$ cat src/source/csr_cfg.svh
`ifndef CSR_CFG_SVH
`define CSR_CFG_SVH

`define CSR_DWORD_W 64
`define CSR_ADDR_W  12
`define CSR_ECODE_W 16

// Machine trap setup and handling
`define CSR_ADDR_MSTATUS       12'h300
`define CSR_ADDR_MISA          12'h301
`define CSR_ADDR_MIE           12'h304
`define CSR_ADDR_MTVEC         12'h305
`define CSR_ADDR_MCOUNTEREN    12'h306
`define CSR_ADDR_MCOUNTINHIBIT 12'h320
`define CSR_ADDR_MSCRATCH      12'h340
`define CSR_ADDR_MEPC          12'h341
`define CSR_ADDR_MCAUSE        12'h342
`define CSR_ADDR_MTVAL         12'h343
`define CSR_ADDR_MIP           12'h344

// Counters and their user shadows
`define CSR_ADDR_MCYCLE        12'hb00
`define CSR_ADDR_MINSTRET      12'hb02
`define CSR_ADDR_CYCLE         12'hc00
`define CSR_ADDR_INSTRET       12'hc02

`define CSR_ADDR_MVENDORID     12'hf11
`define CSR_ADDR_MARCHID       12'hf12
`define CSR_ADDR_MIMPID        12'hf13
`define CSR_ADDR_MHARTID       12'hf14

// MXL = 2, extensions A, I, S, U
`define CSR_MISA_VALUE    64'h8000_0000_0014_0101
`define CSR_MARCHID_VALUE 64'd13
`define CSR_MIMPID_VALUE  64'd1

`endif

$ cat src/source/csr_pkg.sv
package csr_pkg;

   typedef enum logic [1:0]
   {
      e_priv_u = 2'd0,
      e_priv_m = 2'd3
   } priv_e;

   typedef enum logic [3:0]
   {
      e_csrrw    = 4'd0,
      e_csrrs    = 4'd1,
      e_csrrc    = 4'd2,
      e_csrrwi   = 4'd3,
      e_csrrsi   = 4'd4,
      e_csrrci   = 4'd5,
      e_mret     = 4'd6,
      e_wfi      = 4'd7,
      e_take_irq = 4'd8
   } csr_op_e;

   // One value per implemented CSR
   typedef enum logic [4:0]
   {
      e_sel_none,
      e_sel_mstatus,
      e_sel_misa,
      e_sel_mie,
      e_sel_mtvec,
      e_sel_mcounteren,
      e_sel_mcountinhibit,
      e_sel_mscratch,
      e_sel_mepc,
      e_sel_mcause,
      e_sel_mtval,
      e_sel_mip,
      e_sel_mcycle,
      e_sel_minstret,
      e_sel_cycle,
      e_sel_instret,
      e_sel_mvendorid,
      e_sel_marchid,
      e_sel_mimpid,
      e_sel_mhartid
   } csr_sel_e;

endpackage

$ cat src/source/csr_decode.sv
`timescale 1ns/1ns
`include "csr_cfg.svh"

module csr_decode
   import csr_pkg::*;
(
   input  csr_op_e                cmd_op_i,
   input  logic [`CSR_ADDR_W-1:0] cmd_addr_i,
   input  priv_e                  priv_i,
   input  logic                   mcounteren_cy_i,
   input  logic                   mcounteren_ir_i,
   input  logic                   mstatus_tw_i,
   output csr_sel_e               sel_o,
   output logic                   is_access_o,
   output logic                   illegal_o
);

   logic user_mode;

   assign user_mode   = (priv_i == e_priv_u);
   assign is_access_o = cmd_op_i inside {e_csrrw, e_csrrs, e_csrrc,
                                         e_csrrwi, e_csrrsi, e_csrrci};

   always_comb
   begin
      case (cmd_addr_i)
         `CSR_ADDR_MSTATUS:       sel_o = e_sel_mstatus;
         `CSR_ADDR_MISA:          sel_o = e_sel_misa;
         `CSR_ADDR_MIE:           sel_o = e_sel_mie;
         `CSR_ADDR_MTVEC:         sel_o = e_sel_mtvec;
         `CSR_ADDR_MCOUNTEREN:    sel_o = e_sel_mcounteren;
         `CSR_ADDR_MCOUNTINHIBIT: sel_o = e_sel_mcountinhibit;
         `CSR_ADDR_MSCRATCH:      sel_o = e_sel_mscratch;
         `CSR_ADDR_MEPC:          sel_o = e_sel_mepc;
         `CSR_ADDR_MCAUSE:        sel_o = e_sel_mcause;
         `CSR_ADDR_MTVAL:         sel_o = e_sel_mtval;
         `CSR_ADDR_MIP:           sel_o = e_sel_mip;
         `CSR_ADDR_MCYCLE:        sel_o = e_sel_mcycle;
         `CSR_ADDR_MINSTRET:      sel_o = e_sel_minstret;
         `CSR_ADDR_CYCLE:         sel_o = e_sel_cycle;
         `CSR_ADDR_INSTRET:       sel_o = e_sel_instret;
         `CSR_ADDR_MVENDORID:     sel_o = e_sel_mvendorid;
         `CSR_ADDR_MARCHID:       sel_o = e_sel_marchid;
         `CSR_ADDR_MIMPID:        sel_o = e_sel_mimpid;
         `CSR_ADDR_MHARTID:       sel_o = e_sel_mhartid;
         default:                 sel_o = e_sel_none;
      endcase
   end

   always_comb
   begin
      illegal_o = 1'b0;
      if (is_access_o)
      begin
         if (sel_o == e_sel_none)
            illegal_o = 1'b1;
         // Bits 9:8 give the lowest privilege allowed
         else if (priv_i < cmd_addr_i[9:8])
            illegal_o = 1'b1;
         else if (user_mode && (sel_o == e_sel_cycle) && !mcounteren_cy_i)
            illegal_o = 1'b1;
         else if (user_mode && (sel_o == e_sel_instret) && !mcounteren_ir_i)
            illegal_o = 1'b1;
      end
      else if (cmd_op_i == e_mret)
         illegal_o = user_mode;
      else if (cmd_op_i == e_wfi)
         illegal_o = mstatus_tw_i;
   end

endmodule

$ cat src/source/csr_irq_trap.sv
`timescale 1ns/1ns
`include "csr_cfg.svh"

module csr_irq_trap
   import csr_pkg::*;
(
   input  priv_e                   priv_i,
   input  logic                    mstatus_mie_i,
   input  logic [`CSR_ECODE_W-1:0] mie_i,
   input  logic [`CSR_ECODE_W-1:0] mip_i,
   input  logic                    exception_v_i,
   input  logic [`CSR_ECODE_W-1:0] exception_ecode_i,
   output logic                    take_exc_o,
   output logic                    irq_pending_o,
   output logic [3:0]              cause_code_o,
   output logic                    cause_is_instr_o
);

   logic                    global_ie;
   logic [`CSR_ECODE_W-1:0] irq_vec;
   logic [3:0]              exc_code;
   logic [3:0]              irq_code;

   // Index of the lowest set bit
   function automatic logic [3:0] lowest_index(input logic [`CSR_ECODE_W-1:0] vec);
      lowest_index = 4'd0;
      for (int i = `CSR_ECODE_W-1; i >= 0; i--)
      begin
         if (vec[i])
            lowest_index = 4'(i);
      end
   endfunction

   // Lower privilege always sees M interrupts enabled
   assign global_ie = (mstatus_mie_i && (priv_i == e_priv_m)) || (priv_i == e_priv_u);

   assign irq_vec       = mie_i & mip_i & {`CSR_ECODE_W{global_ie}};
   assign irq_pending_o = |irq_vec;
   assign irq_code      = lowest_index(irq_vec);

   assign take_exc_o = exception_v_i && (|exception_ecode_i);
   assign exc_code   = lowest_index(exception_ecode_i);

   assign cause_code_o     = take_exc_o ? exc_code : irq_code;
   // Cause 2 is the illegal instruction
   assign cause_is_instr_o = take_exc_o && (exc_code == 4'd2);

endmodule

$ cat src/source/csr_regfile.sv
`timescale 1ns/1ns
`include "csr_cfg.svh"

module csr_regfile
   import csr_pkg::*;
#(
   parameter int hart_id_p = 0
)
(
   input  logic                    clk_i,
   input  logic                    rst_i,
   input  logic                    cmd_v_i,
   input  csr_op_e                 cmd_op_i,
   input  logic [`CSR_DWORD_W-1:0] cmd_data_i,
   input  csr_sel_e                sel_i,
   input  logic                    is_access_i,
   input  logic                    illegal_i,
   input  logic                    take_exc_i,
   input  logic                    irq_pending_i,
   input  logic [3:0]              cause_code_i,
   input  logic                    cause_is_instr_i,
   input  logic [`CSR_DWORD_W-1:0] exception_pc_i,
   input  logic [`CSR_DWORD_W-1:0] exception_vaddr_i,
   input  logic [31:0]             exception_instr_i,
   input  logic                    instret_i,
   input  logic                    timer_irq_i,
   input  logic                    software_irq_i,
   input  logic                    external_irq_i,
   output logic [`CSR_DWORD_W-1:0] rdata_o,
   output priv_e                   priv_o,
   output logic                    mstatus_mie_o,
   output logic [`CSR_ECODE_W-1:0] mie_o,
   output logic [`CSR_ECODE_W-1:0] mip_o,
   output logic                    mcounteren_cy_o,
   output logic                    mcounteren_ir_o,
   output logic                    mstatus_tw_o,
   output logic                    exc_o,
   output logic                    irq_o,
   output logic                    eret_o,
   output logic [`CSR_DWORD_W-1:0] npc_o
);

   priv_e                   priv_r;
   logic                    mstatus_mie_r;
   logic                    mstatus_mpie_r;
   priv_e                   mstatus_mpp_r;
   logic                    mstatus_tw_r;
   logic [`CSR_ECODE_W-1:0] mie_r;
   logic [`CSR_ECODE_W-1:0] mip_r;
   logic [`CSR_DWORD_W-1:0] mtvec_r;
   logic                    mcounteren_cy_r;
   logic                    mcounteren_ir_r;
   logic                    inhibit_cy_r;
   logic                    inhibit_ir_r;
   logic [`CSR_DWORD_W-1:0] mscratch_r;
   logic [`CSR_DWORD_W-1:0] mepc_r;
   logic [`CSR_DWORD_W-1:0] mcause_r;
   logic [`CSR_DWORD_W-1:0] mtval_r;
   logic [`CSR_DWORD_W-1:0] mcycle_r;
   logic [`CSR_DWORD_W-1:0] minstret_r;

   logic [`CSR_DWORD_W-1:0] mstatus_rd;
   logic [`CSR_DWORD_W-1:0] operand;
   logic [`CSR_DWORD_W-1:0] wdata;
   logic                    is_imm;
   logic                    is_write_op;
   logic                    csr_we;
   logic                    trap;
   logic                    mret;

   // MIE bit 3, MPIE bit 7, MPP bits 12:11, TW bit 21
   assign mstatus_rd = `CSR_DWORD_W'({mstatus_tw_r, 8'b0, mstatus_mpp_r, 3'b0,
                                      mstatus_mpie_r, 3'b0, mstatus_mie_r, 3'b0});

   always_comb
   begin
      case (sel_i)
         e_sel_mstatus:       rdata_o = mstatus_rd;
         e_sel_misa:          rdata_o = `CSR_MISA_VALUE;
         e_sel_mie:           rdata_o = `CSR_DWORD_W'(mie_r);
         e_sel_mtvec:         rdata_o = mtvec_r;
         e_sel_mcounteren:    rdata_o = `CSR_DWORD_W'({mcounteren_ir_r, 1'b0, mcounteren_cy_r});
         e_sel_mcountinhibit: rdata_o = `CSR_DWORD_W'({inhibit_ir_r, 1'b0, inhibit_cy_r});
         e_sel_mscratch:      rdata_o = mscratch_r;
         e_sel_mepc:          rdata_o = mepc_r;
         e_sel_mcause:        rdata_o = mcause_r;
         e_sel_mtval:         rdata_o = mtval_r;
         e_sel_mip:           rdata_o = `CSR_DWORD_W'(mip_r);
         e_sel_mcycle:        rdata_o = mcycle_r;
         e_sel_cycle:         rdata_o = mcycle_r;
         e_sel_minstret:      rdata_o = minstret_r;
         e_sel_instret:       rdata_o = minstret_r;
         e_sel_marchid:       rdata_o = `CSR_MARCHID_VALUE;
         e_sel_mimpid:        rdata_o = `CSR_MIMPID_VALUE;
         e_sel_mhartid:       rdata_o = `CSR_DWORD_W'(hart_id_p);
         // mvendorid reads zero
         default:             rdata_o = '0;
      endcase
   end

   assign is_imm  = cmd_op_i inside {e_csrrwi, e_csrrsi, e_csrrci};
   assign operand = is_imm ? `CSR_DWORD_W'(cmd_data_i[4:0]) : cmd_data_i;

   always_comb
   begin
      case (cmd_op_i)
         e_csrrw, e_csrrwi: wdata = operand;
         e_csrrs, e_csrrsi: wdata = rdata_o | operand;
         e_csrrc, e_csrrci: wdata = rdata_o & ~operand;
         default:           wdata = rdata_o;
      endcase
   end

   // Set and clear with a zero operand only read, so counters keep running
   assign is_write_op = (cmd_op_i inside {e_csrrw, e_csrrwi}) || (operand != '0);
   assign csr_we      = cmd_v_i && is_access_i && !illegal_i && !take_exc_i && is_write_op;

   assign trap = take_exc_i || (cmd_v_i && (cmd_op_i == e_take_irq) && irq_pending_i);
   assign mret = cmd_v_i && (cmd_op_i == e_mret) && !illegal_i && !take_exc_i;

   always_ff @(posedge clk_i)
   begin
      if (rst_i)
      begin
         priv_r          <= e_priv_m;
         mstatus_mie_r   <= 1'b0;
         mstatus_mpie_r  <= 1'b0;
         mstatus_mpp_r   <= e_priv_u;
         mstatus_tw_r    <= 1'b0;
         mie_r           <= '0;
         mip_r           <= '0;
         mtvec_r         <= '0;
         mcounteren_cy_r <= 1'b0;
         mcounteren_ir_r <= 1'b0;
         inhibit_cy_r    <= 1'b0;
         inhibit_ir_r    <= 1'b0;
         mscratch_r      <= '0;
         mepc_r          <= '0;
         mcause_r        <= '0;
         mtval_r         <= '0;
         mcycle_r        <= '0;
         minstret_r      <= '0;
      end
      else
      begin
         mip_r <= {4'b0, external_irq_i, 3'b0, timer_irq_i, 3'b0, software_irq_i, 3'b0};

         if (!inhibit_cy_r)
            mcycle_r <= mcycle_r + 1'b1;
         if (!inhibit_ir_r && instret_i)
            minstret_r <= minstret_r + 1'b1;

         // Software writes override the increments above
         if (csr_we)
         begin
            case (sel_i)
               e_sel_mstatus:
               begin
                  mstatus_mie_r  <= wdata[3];
                  mstatus_mpie_r <= wdata[7];
                  mstatus_mpp_r  <= (wdata[12:11] == 2'b11) ? e_priv_m : e_priv_u;
                  mstatus_tw_r   <= wdata[21];
               end
               e_sel_mie:
                  mie_r <= {4'b0, wdata[11], 3'b0, wdata[7], 3'b0, wdata[3], 3'b0};
               e_sel_mtvec:
                  mtvec_r <= wdata;
               e_sel_mcounteren:
               begin
                  mcounteren_cy_r <= wdata[0];
                  mcounteren_ir_r <= wdata[2];
               end
               e_sel_mcountinhibit:
               begin
                  inhibit_cy_r <= wdata[0];
                  inhibit_ir_r <= wdata[2];
               end
               e_sel_mscratch: mscratch_r <= wdata;
               e_sel_mepc:     mepc_r     <= wdata;
               e_sel_mcause:   mcause_r   <= wdata;
               e_sel_mtval:    mtval_r    <= wdata;
               e_sel_mcycle:   mcycle_r   <= wdata;
               e_sel_minstret: minstret_r <= wdata;
               default: ;
            endcase
         end

         if (trap)
         begin
            priv_r         <= e_priv_m;
            mstatus_mpp_r  <= priv_r;
            mstatus_mpie_r <= mstatus_mie_r;
            mstatus_mie_r  <= 1'b0;
            mepc_r         <= exception_pc_i;
            mcause_r       <= {irq_o, {(`CSR_DWORD_W-5){1'b0}}, cause_code_i};
            mtval_r        <= irq_o ? '0
                              : (cause_is_instr_i ? `CSR_DWORD_W'(exception_instr_i)
                                                  : exception_vaddr_i);
         end
         else if (mret)
         begin
            priv_r         <= mstatus_mpp_r;
            mstatus_mie_r  <= mstatus_mpie_r;
            mstatus_mpie_r <= 1'b1;
            mstatus_mpp_r  <= e_priv_u;
         end
      end
   end

   assign priv_o          = priv_r;
   assign mstatus_mie_o   = mstatus_mie_r;
   assign mstatus_tw_o    = mstatus_tw_r;
   assign mie_o           = mie_r;
   assign mip_o           = mip_r;
   assign mcounteren_cy_o = mcounteren_cy_r;
   assign mcounteren_ir_o = mcounteren_ir_r;

   assign exc_o  = take_exc_i;
   assign irq_o  = trap && !take_exc_i;
   assign eret_o = mret;
   assign npc_o  = mret ? mepc_r : mtvec_r;

endmodule

$ cat src/source/csr_unit.sv
`timescale 1ns/1ns
`include "csr_cfg.svh"

module csr_unit
   import csr_pkg::*;
#(
   parameter int hart_id_p = 0
)
(
   input  logic                    clk_i,
   input  logic                    rst_i,
   input  logic                    cmd_v_i,
   input  csr_op_e                 cmd_op_i,
   input  logic [`CSR_ADDR_W-1:0]  cmd_addr_i,
   input  logic [`CSR_DWORD_W-1:0] cmd_data_i,
   input  logic                    exception_v_i,
   input  logic [`CSR_ECODE_W-1:0] exception_ecode_i,
   input  logic [`CSR_DWORD_W-1:0] exception_pc_i,
   input  logic [`CSR_DWORD_W-1:0] exception_vaddr_i,
   input  logic [31:0]             exception_instr_i,
   input  logic                    timer_irq_i,
   input  logic                    software_irq_i,
   input  logic                    external_irq_i,
   input  logic                    instret_i,
   output logic [`CSR_DWORD_W-1:0] data_o,
   output logic                    v_o,
   output logic                    illegal_instr_o,
   output logic                    trap_exception_o,
   output logic                    trap_interrupt_o,
   output logic                    trap_eret_o,
   output logic [`CSR_DWORD_W-1:0] trap_npc_o,
   output priv_e                   priv_mode_o,
   output logic                    accept_irq_o
);

   csr_sel_e                sel;
   logic                    is_access;
   logic                    illegal;
   priv_e                   priv;
   logic                    mstatus_mie;
   logic                    mstatus_tw;
   logic [`CSR_ECODE_W-1:0] mie;
   logic [`CSR_ECODE_W-1:0] mip;
   logic                    mcounteren_cy;
   logic                    mcounteren_ir;
   logic                    take_exc;
   logic                    irq_pending;
   logic [3:0]              cause_code;
   logic                    cause_is_instr;
   logic [`CSR_DWORD_W-1:0] rdata;
   logic                    exc;
   logic                    irq;
   logic                    eret;
   logic [`CSR_DWORD_W-1:0] npc;

   csr_decode u_decode
   (
      .cmd_op_i        (cmd_op_i),
      .cmd_addr_i      (cmd_addr_i),
      .priv_i          (priv),
      .mcounteren_cy_i (mcounteren_cy),
      .mcounteren_ir_i (mcounteren_ir),
      .mstatus_tw_i    (mstatus_tw),
      .sel_o           (sel),
      .is_access_o     (is_access),
      .illegal_o       (illegal)
   );

   csr_irq_trap u_irq_trap
   (
      .priv_i            (priv),
      .mstatus_mie_i     (mstatus_mie),
      .mie_i             (mie),
      .mip_i             (mip),
      .exception_v_i     (exception_v_i),
      .exception_ecode_i (exception_ecode_i),
      .take_exc_o        (take_exc),
      .irq_pending_o     (irq_pending),
      .cause_code_o      (cause_code),
      .cause_is_instr_o  (cause_is_instr)
   );

   csr_regfile #(.hart_id_p(hart_id_p)) u_regfile
   (
      .clk_i             (clk_i),
      .rst_i             (rst_i),
      .cmd_v_i           (cmd_v_i),
      .cmd_op_i          (cmd_op_i),
      .cmd_data_i        (cmd_data_i),
      .sel_i             (sel),
      .is_access_i       (is_access),
      .illegal_i         (illegal),
      .take_exc_i        (take_exc),
      .irq_pending_i     (irq_pending),
      .cause_code_i      (cause_code),
      .cause_is_instr_i  (cause_is_instr),
      .exception_pc_i    (exception_pc_i),
      .exception_vaddr_i (exception_vaddr_i),
      .exception_instr_i (exception_instr_i),
      .instret_i         (instret_i),
      .timer_irq_i       (timer_irq_i),
      .software_irq_i    (software_irq_i),
      .external_irq_i    (external_irq_i),
      .rdata_o           (rdata),
      .priv_o            (priv),
      .mstatus_mie_o     (mstatus_mie),
      .mie_o             (mie),
      .mip_o             (mip),
      .mcounteren_cy_o   (mcounteren_cy),
      .mcounteren_ir_o   (mcounteren_ir),
      .mstatus_tw_o      (mstatus_tw),
      .exc_o             (exc),
      .irq_o             (irq),
      .eret_o            (eret),
      .npc_o             (npc)
   );

   always_ff @(posedge clk_i)
   begin
      if (rst_i)
      begin
         v_o              <= 1'b0;
         illegal_instr_o  <= 1'b0;
         trap_exception_o <= 1'b0;
         trap_interrupt_o <= 1'b0;
         trap_eret_o      <= 1'b0;
      end
      else
      begin
         v_o              <= cmd_v_i;
         illegal_instr_o  <= cmd_v_i && illegal;
         trap_exception_o <= exc;
         trap_interrupt_o <= irq;
         trap_eret_o      <= eret;
      end
   end

   // Result payload
   always_ff @(posedge clk_i)
   begin
      data_o     <= rdata;
      trap_npc_o <= npc;
   end

   assign priv_mode_o  = priv;
   assign accept_irq_o = irq_pending && !exc && !irq;

endmodule

$ cat config.mk
export PLATFORM = sky130hd
export DESIGN_NAME = csr_unit
export DESIGN_NICKNAME = d
export VERILOG_FILES = /design/src/source/csr_pkg.sv /design/src/source/csr_decode.sv /design/src/source/csr_irq_trap.sv /design/src/source/csr_regfile.sv /design/src/source/csr_unit.sv
export VERILOG_INCLUDE_DIRS = /design/src /design/src/source
export SDC_FILE = /design/constraint.sdc
export NUM_CORES = 1
export LEC_CHECK = 0
export ABC_AREA = 1
export BUFFER_PORTS_ARGS = -buffer_cell sky130_fd_sc_hd__buf_4
export CELL_PAD_IN_SITES_DETAIL_PLACEMENT = 1
export CELL_PAD_IN_SITES_GLOBAL_PLACEMENT = 2
export CORE_MARGIN = 8
export CORE_UTILIZATION = 29
export CTS_BUF_LIST = sky130_fd_sc_hd__clkbuf_8
export DETAILED_ROUTE_END_ITERATION = 10
export PLACE_DENSITY_LB_ADDON = 0.05
export RECOVER_POWER = 100
export SLEW_MARGIN = 20
export SYNTH_ARGS = -nofsm -noshare
export SYNTH_HDL_FRONTEND = slang
export SYNTH_HIERARCHICAL = 1
export SYNTH_SLANG_ARGS = --single-unit
$ cat constraint.sdc
create_clock -name clk_i -period 2.7 [get_ports clk_i]
set_input_delay 0 -clock clk_i [delete_from_list [all_inputs] [get_ports clk_i]]
set_output_delay 0 -clock clk_i [all_outputs]
set_load 0.01 [all_outputs]
==> impl_results.md, run 1 <==
* Status: finished, violations left
* Failing checks: hold timing, setup timing
* Post-synthesis cell area at 32,220 um2
* Layout Cells excl Fill at about 8,000
* Rel. slew slack at between 40% and 50%
* Final HPWL DP at between 150 and 200 mm
* Fin. max-slew vios at 0
* CP Data Arrival Time at between 3 and 4 ns
* Worst setup path start: u_regfile/priv_o[1]$_SDFFE_PP1P_
* Pin count of the biggest net entering global routing at a little under 90
* Biggest area consumer among synthesized cells: dfxtp_1
* Max-cap violations at 0
* Worst Hold Class: input pin to register
* Boundary Pins at 400
* Fmax at 321.8 MHz
* Initial Util at between 20 and 30%
* Clock Path Buffers at 3
* Initial antenna violation count at 13
* Number of hold violations in the final report at 1
* Max stage delay on crit path at approximately 0.51 ns
* Worst Setup EP: u_regfile/mcycle_r[40]$_SDFF_PP0_
* Core ar. at ~110,000 um2
* WP data required at ~3.4 ns
* Commonest non-fill, non-tap cell in the layout: nand2_1
* Synth Register Bits at roughly 600
* Post-DR wirelength/cell at 27.20 um
* Synth Flop Type: dfxtp_1
* Setup violators final at around 490
* Vias at slightly above 40,000
* Core Rows at about 120
* First-pass GRT wire length at 289.7 mm
* Register-to-Register Setup Slack at -0.41 ns
* Clock Root Buffer: clkbuf_8
* Hold Path Cell Cnt at 7
* Min Tclk post-route at between 3 and 4 ns
* Async SR Flop Fraction at 0%
* Sequential area share after synthesis at approximately 37%
* Vias in the first global route at 39,480
* CP Cell Sequence: nor2_4, buf_6, o211ai_1, nand2_8, nor3b_4, and2_4, buf_12, a21boi_4, nand2_2, buf_12, buf_12, nand2_1, nand2_2, a21oi_2
* Largest family of logic cells by synthesized area: simple AND/OR/NAND/NOR gates
* Synthesis warning total at 6
* CTS tree: built
* First-pass detailed-route iteration total at 7
* Post-synth cell types at 59
* Final worst slack at -0.4074 ns
* GR Overflow Total at 0
* DRT iter0 DRCs at roughly 4,300
* Area fraction in compound gates after synthesis at 13.92%
* Cell types occupying the most area after synthesis: dfxtp_1 37%, nand2_1 17%, nor2_1 10%, inv_1 5.3%, o21ai_0 5.2%
* Die Width at ~350 um
* Power per cell area at around 430 nW/um2
* H-Tree Depth at 3
* Residual DRC at 0
* Fin util at around 45%
* Drt via density at a little over 5
* Routability cong. at 0.9414
* Worst IR Drop VDD at between 0.3 and 0.4 mV
* CTS buffer count at approximately 110
* Cells after DPL at between 7,000 and 8,000
* Share of the synthesized area in the top cell type at a little under two fifths
* Commonest non-fill, non-tap cells in the layout: 1,433 x nand2_1, 849 x buf_4, 828 x nor2_1
* All-layer global routing usage at ~32%
* Worst path slowest cell: o211ai_1
* Power Total at between 20 and 25 mW
* Final setup TNS at -132.04 ns
* Overall routed net length at about 220 mm
* Mapped Cells at just over 5,000
* CP Launch Type: register
* CP most frequent cell: buf_12
* Reg clk slew, reported paths at around 0.060 ns
* Reg2Reg Launch Point: u_regfile/priv_o[1]$_SDFFE_PP1P_
* RSZ-0062 raised after global routing: yes
* Share of cells above drive strength 1 at between 20 and 25%
* Leakage at about 23 nW
* WHS at -0.01185 ns
* Synth Area in Simple Gates at a little over a third
* Worst Path Max Fanout at 30
* Critical Path Sink Type: register
* Mean Syn Cell Area at a little over 6 um2
* Reg2reg path depth at 14
* XOR/XNOR share of the synthesized area at under 10%
* ANT nets after route at 0
* Final nets at approximately 6,700
* Adder-Cell Fraction of Synth Area at less than 1%
* Worst slew pin tran at a little under 0.9 ns
* Number of port buffers at about 400
* Die ar. at between 100,000 and 150,000 um2
* Clk_skew at around 0.063 ns
* Chip height at between 300 and 400 um
* Final worst path period share at 115.1%
* Reg2reg end: u_regfile/mcycle_r[40]$_SDFF_PP0_
* EDFF count, synth at 0
* Worst skew pair latency at around 0.80 ns
* Layout area overhead at 54.50%
* Mux cell area share after synthesis at 0%
* Clock Sinks at between 500 and 600
* Crit path kind: register to register
-- cell type report --
cell class | count | area (um2)
Timing Repair inverter | 1 | 8.758
Fill cell | 14060 | 60590
Clock buffer | 143 | 1968
Clock inverter | 55 | 271.5
Sequential cell | 598 | 11980
Tap cell | 1488 | 1862
Multi-Input combinational cell | 3830 | 18570
Antenna cell | 9 | 22.52
Timing Repair Buffer | 1424 | 13280
Inverter | 469 | 1808
-- metrics by stage --
stage	hold WS, ns	area (um2)	setup WS, ns
final	-0.01185	49770	-0.4074
after CTS	0.002231	47190	-0.2878
after global placement	0.2138	42340	-1.085
after floorplan	0.06687	32310	0.04747
after global routing	0.02891	49760	-0.4184
after detailed placement	0.2228	42340	-1.100
-- critical path: cells and delay by family, from the launching register on --
family	cells	cell delay, ns
and+or+nand+nor	7	1.06
AOI/OAI and AO/OA	3	0.87
buffers and inverters	4	0.62
DFF	1	0.42
-- what timing repair did --
item / 4_1_cts / 5_1_grt
gates resized for setup: 60 / 438
gates cloned: 4 / 49
pin swaps: 8 / 104
buffers inserted: 8 / 49
endpoints found under the setup margin: 528 / 487
hold buffers: 220 / 3
hold endpoints to repair: 321 / 3
-- report_power, final --
group	leakage [nW]	total [mW]	switching (mW)	internal, mW
Clock	1.30	9.18	4.37	4.81
Combinational	16.6	3.06	1.78	1.29
Sequential	4.84	9.08	0.129	8.96
-- synthesized netlist by cell type (2+ instances only) --
cell         n
and2_1       8
a21boi_1     3
o211ai_1    24
a22oi_1     15
ha_1         3
nand3_1    241
clkbuf_2     2
nand3_2      4
a21boi_0     2
nand2_1   1500
nor2_1     900
nor3_1      70
nor4_1       7
a22o_1       2
nand3_4      3
nor2_4       9
o211ai_2     6
inv_1      457
o22ai_1     37
inv_2        9
buf_2       92
a21oi_1    254
buf_4       42
buf_6       10
and3_1       8
o31ai_1      3
dfxtp_1    598
o21ai_1    147
or2_2        2
nand3b_1     8
nand4_1     66
a31oi_1      2
nand2_2      8
nand2_4      3
nor2_2      18
buf_1       16
nor3b_1      3
clkinv_2     2
xor2_1      82
clkbuf_1   135
o21ai_0    337
xnor2_1     13
-- kinds of logic (layout without fill, tap and decap cells) --
| logic type | count (synthesis) | in the layout |
|---|---|---|
| compound gates | 842 | 842 |
| simple gates | 2863 | 2864 |
| xor+xnor | 95 | 95 |
| buf+inv | 766 | 2092 |
| other cells | 1 | 35 |
| flops | 598 | 598 |
| fa+ha+maj | 3 | 3 |
-- per-layer routing --
layer	vias to the layer above	GRT usage (%)	share of wire (%)
met5	-	0	0.0046
met4	2	8.239	2.8
met3	271	7.144	9.8
met2	1900	44.82	40
met1	20420	50.00	47
li1	18920	-	-
-- worst min-delay path by stage --
stage	endpoint	startpoint
after floorplan	trap_interrupt_o$_SDFF_PP0_	rst_i
after global placement	u_regfile/mip_o[3]$_SDFF_PP0_	software_irq_i
after detailed placement	u_regfile/mip_o[3]$_SDFF_PP0_	software_irq_i
after CTS	u_regfile/mcause_r[1]$_SDFFE_PP0P_	exception_ecode_i[5]
after global routing	u_regfile/mtval_r[1]$_SDFFE_PP0P_	exception_instr_i[1]
final	u_regfile/mtval_r[1]$_SDFFE_PP0P_	exception_instr_i[1]
Power figures use the tool's default switching activity.
==> run 2, diff against run 1 <==
--- a/config.mk
+++ b/config.mk
@@ -16,6 +16,7 @@
 export DETAILED_ROUTE_END_ITERATION = 10
 export PLACE_DENSITY_LB_ADDON = 0.05
 export RECOVER_POWER = 100
+export SKIP_CTS_REPAIR_TIMING = 1
 export SLEW_MARGIN = 20
 export SYNTH_ARGS = -nofsm -noshare
 export SYNTH_HDL_FRONTEND = slang
==> impl_results.md, run 2 (synthesis gave the netlist of run 1 again) <==
* Core ar. at 110,400 um2 (unchanged)
* Reg2reg path depth at 14 (unchanged)
* First-pass GRT wire length at 282.2 mm (-2.6%)
* Die ar. at 122,000 um2 (unchanged)
* ANT nets after route at 0 (unchanged)
* Power Total at 20.89 mW (-2.1%)
* Crit path kind: register to register
* CP Data Arrival Time at 3.81 ns (about the same)
* Final worst path period share at 115.2% (about the same)
* Power per cell area at 451.6 nW/um2 (+5.4%)
* Layout area overhead at 43.56%
* Final HPWL DP at 162.9 mm (unchanged)
* Design area at 46,250 um2 (-7.1%)
* Switching power at 6.042 mW (-3.7%)
* Clk_skew at 0.05703 ns (-0.006393 ns)
* All-layer global routing usage at 31.76% (-0.71 points)
* Combinational power share at 12.8% (-1.6 points)
* Hold Path Cell Cnt at 7 (unchanged)
* Fin util at 41.91% (-3.2 points)
* Worst slew pin tran at 0.9784 ns (+0.1067 ns)
* Seq pwr share at 43.5% (+0.9 points)
* H-Tree Depth at 3 (unchanged)
* CTS buffer count at 114 (unchanged)
* Reg clk slew, reported paths at 0.06 ns (about the same)
* Commonest non-fill, non-tap cell in the layout: nand2_1
* Clk pwr share at 43.8% (+0.8 points)
* Post-DR wirelength/cell at 25.98 um (-4.5%)
* Vias in the first global route at 38,140 (-3.4%)
* Reg2reg end: u_regfile/mcycle_r[40]$_SDFF_PP0_
* GR Overflow Total at 0 (unchanged)
* Worst path slowest cell: dfxtp_4
* Routability cong. at 0.9414 (unchanged)
* WP data required at 3.40 ns (about the same)
* Pin count of the biggest net entering global routing at 89 (unchanged)
* Overall routed net length at 204.7 mm (-6.1%)
* CP Cell Sequence: nor2_1, buf_4, o211ai_1, nand2_4, nor3b_4, and2_4, buf_12, a21boi_4, nand2_4, buf_12, buf_12, nand2_1, nand2_1, a21oi_2
* Setup violators final at 484 (-0.41%)
* Leakage at 21.42 nW (-5.7%)
* Commonest non-fill, non-tap cells in the layout: 1,482 x nand2_1, 883 x nor2_1, 858 x buf_4
* RSZ-0062 raised after global routing: yes
* Register-to-Register Setup Slack at -0.41 ns (about the same)
* DRT iter0 DRCs at 3,788 (-12%)
* Worst Path Max Fanout at 15 (-50%)
* Number of hold violations in the final report at 7 (+6)
* CP Launch Type: register
* Failing checks: hold timing, setup timing
* Rel. slew slack at 34.77% (-7.1 points)
* Worst IR Drop VDD at 0.3303 mV (-0.13%)
* Drt via density at 5.053 (-2.4%)
* CP most frequent cell: buf_12
* Die Width at 349.3 um (unchanged)
* Hold Path End: u_regfile/mtval_r[1]$_SDFFE_PP0P_
* DR WL met2 at 80.31 mm (-9.0%)
* Min Tclk post-route at 3.110 ns (+0.002306 ns)
* FILL cells at 14,330 (+1.9%)
* Worst skew pair latency at 0.80 ns (about the same)
* Post-Place Cell Area at 42,340 um2 (unchanged)
* First-pass detailed-route iteration total at 5 (-2)
* Final worst slack at -0.4097 ns (-0.002306 ns)
* Critical Path Sink Type: register
* Worst Hold Class: input pin to register
* Vias at 39,810 (-4.1%)
* Clock Sinks at 598 (unchanged)
* Clock Path Buffers at 3 (unchanged)
* Setup WS pre-CTS at -1.100 ns (unchanged)
* CTS tree: built
* Hold path startpoint: exception_instr_i[1]
* Max stage delay on crit path at 0.40 ns (-0.11 ns)
* Reg2Reg Launch Point: u_regfile/priv_o[1]$_SDFFE_PP1P_
* Fmax at 321.6 MHz (about the same)
* Fin. max-slew vios at 0 (unchanged)
* Cell internal pwr at 14.85 mW (-1.4%)
* Uppermost routed layer: met5
* Residual DRC at 0 (unchanged)
* Wl on met1 at 100.5 mm (-1.8%)
* Sw frac at 28.93% (-0.50 points)
* Share of cells above drive strength 1 at 19.64% (-4.9 points)
* Number of port buffers at 399 (unchanged)
* WHS at -0.04941 ns (-0.03757 ns)
* Boundary Pins at 400 (unchanged)
* Final nets at 6,566 (-2.1%)
* Flip-flop and latch area at 11,980 um2 (unchanged)
* Core Rows at 122 (unchanged)
* Initial antenna violation count at 11 (-2)
* Multi-input gate area at 17,390 um2 (-6.4%)
* Clock Root Buffer: clkbuf_8
* Max-cap violations at 0 (unchanged)
* Met3 WL post-DR at 19.10 mm (-11%)
* Initial Util at 29.19% (unchanged)
* Status: finished, violations left
* Chip height at 349.3 um (unchanged)
run 2: area by class of cell:
cell class / instances / area share [%]
Clock buffer: 143 / 4.255
Multi-Input combinational cell: 3829 / 37.60
Inverter: 469 / 3.850
Antenna cell: 9 / 0.04870
Timing Repair Buffer: 1287 / 23.73
Clock inverter: 55 / 0.5871
Tap cell: 1488 / 4.026
Sequential cell: 598 / 25.90
run 2: through the flow:
stage / TNS, ns / instances / hold WS [ns]
2_1_floorplan: 0 / 5193 / 0.06687
3_3_place_gp: -360.04 / 7484 / 0.2138
3_5_place_dp: -375.67 / 7484 / 0.2228
4_1_cts: -380.95 / 7682 / -0.6182
5_1_grt: -136.07 / 7870 / -0.01052
6_report: -96.56 / 7878 / -0.04941
run 2: how the worst max path moves through the flow:
stage,start,end,slack (ns),cells after the start
3_3_place_gp,u_regfile/priv_o[1]$_SDFFE_PP1P_,u_regfile/mcycle_r[42]$_SDFF_PP0_,-1.08,16
5_1_grt,u_regfile/priv_o[0]$_SDFFE_PP1P_,u_regfile/mcycle_r[40]$_SDFF_PP0_,-0.45,14
4_1_cts,u_regfile/priv_o[1]$_SDFFE_PP1P_,u_regfile/mcycle_r[42]$_SDFF_PP0_,-1.11,16
2_1_floorplan,u_regfile/priv_o[1]$_SDFFE_PP1P_,u_regfile/mepc_r[56]$_SDFFE_PP0P_,0.05,17
6_report,u_regfile/priv_o[1]$_SDFFE_PP1P_,u_regfile/mcycle_r[40]$_SDFF_PP0_,-0.41,14
3_5_place_dp,u_regfile/priv_o[1]$_SDFFE_PP1P_,u_regfile/mcycle_r[42]$_SDFF_PP0_,-1.10,16
run 2: per-layer routing:
metal  track usage, %  vias to the layer above
met5                0                        -
met4            7.628                        2
met3            7.415                      205
met2            43.12                     1613
met1            49.40                    19380
li1                 -                    18610
run 2: critical path, delay by kind of cell, from the launching register on:
| kind | cells | cell delay (ns) |
|---|---|---|
| flops | 1 | 0.40 |
| buf+inv | 4 | 0.64 |
| compound gates | 3 | 0.78 |
| simple gates | 7 | 1.15 |
run 2: power by group through the flow:
stage / registers (mW) / logic (mW) / clock network (mW)
finish: 9.08 / 2.66 / 9.15
global route: 9.08 / 2.81 / 9.77
CTS: 9.07 / 2.37 / 9.34
detailed placement: 9.26 / 2.36 / 0
global placement: 9.26 / 2.35 / 0
floorplan: 9.20 / 0.922 / 0
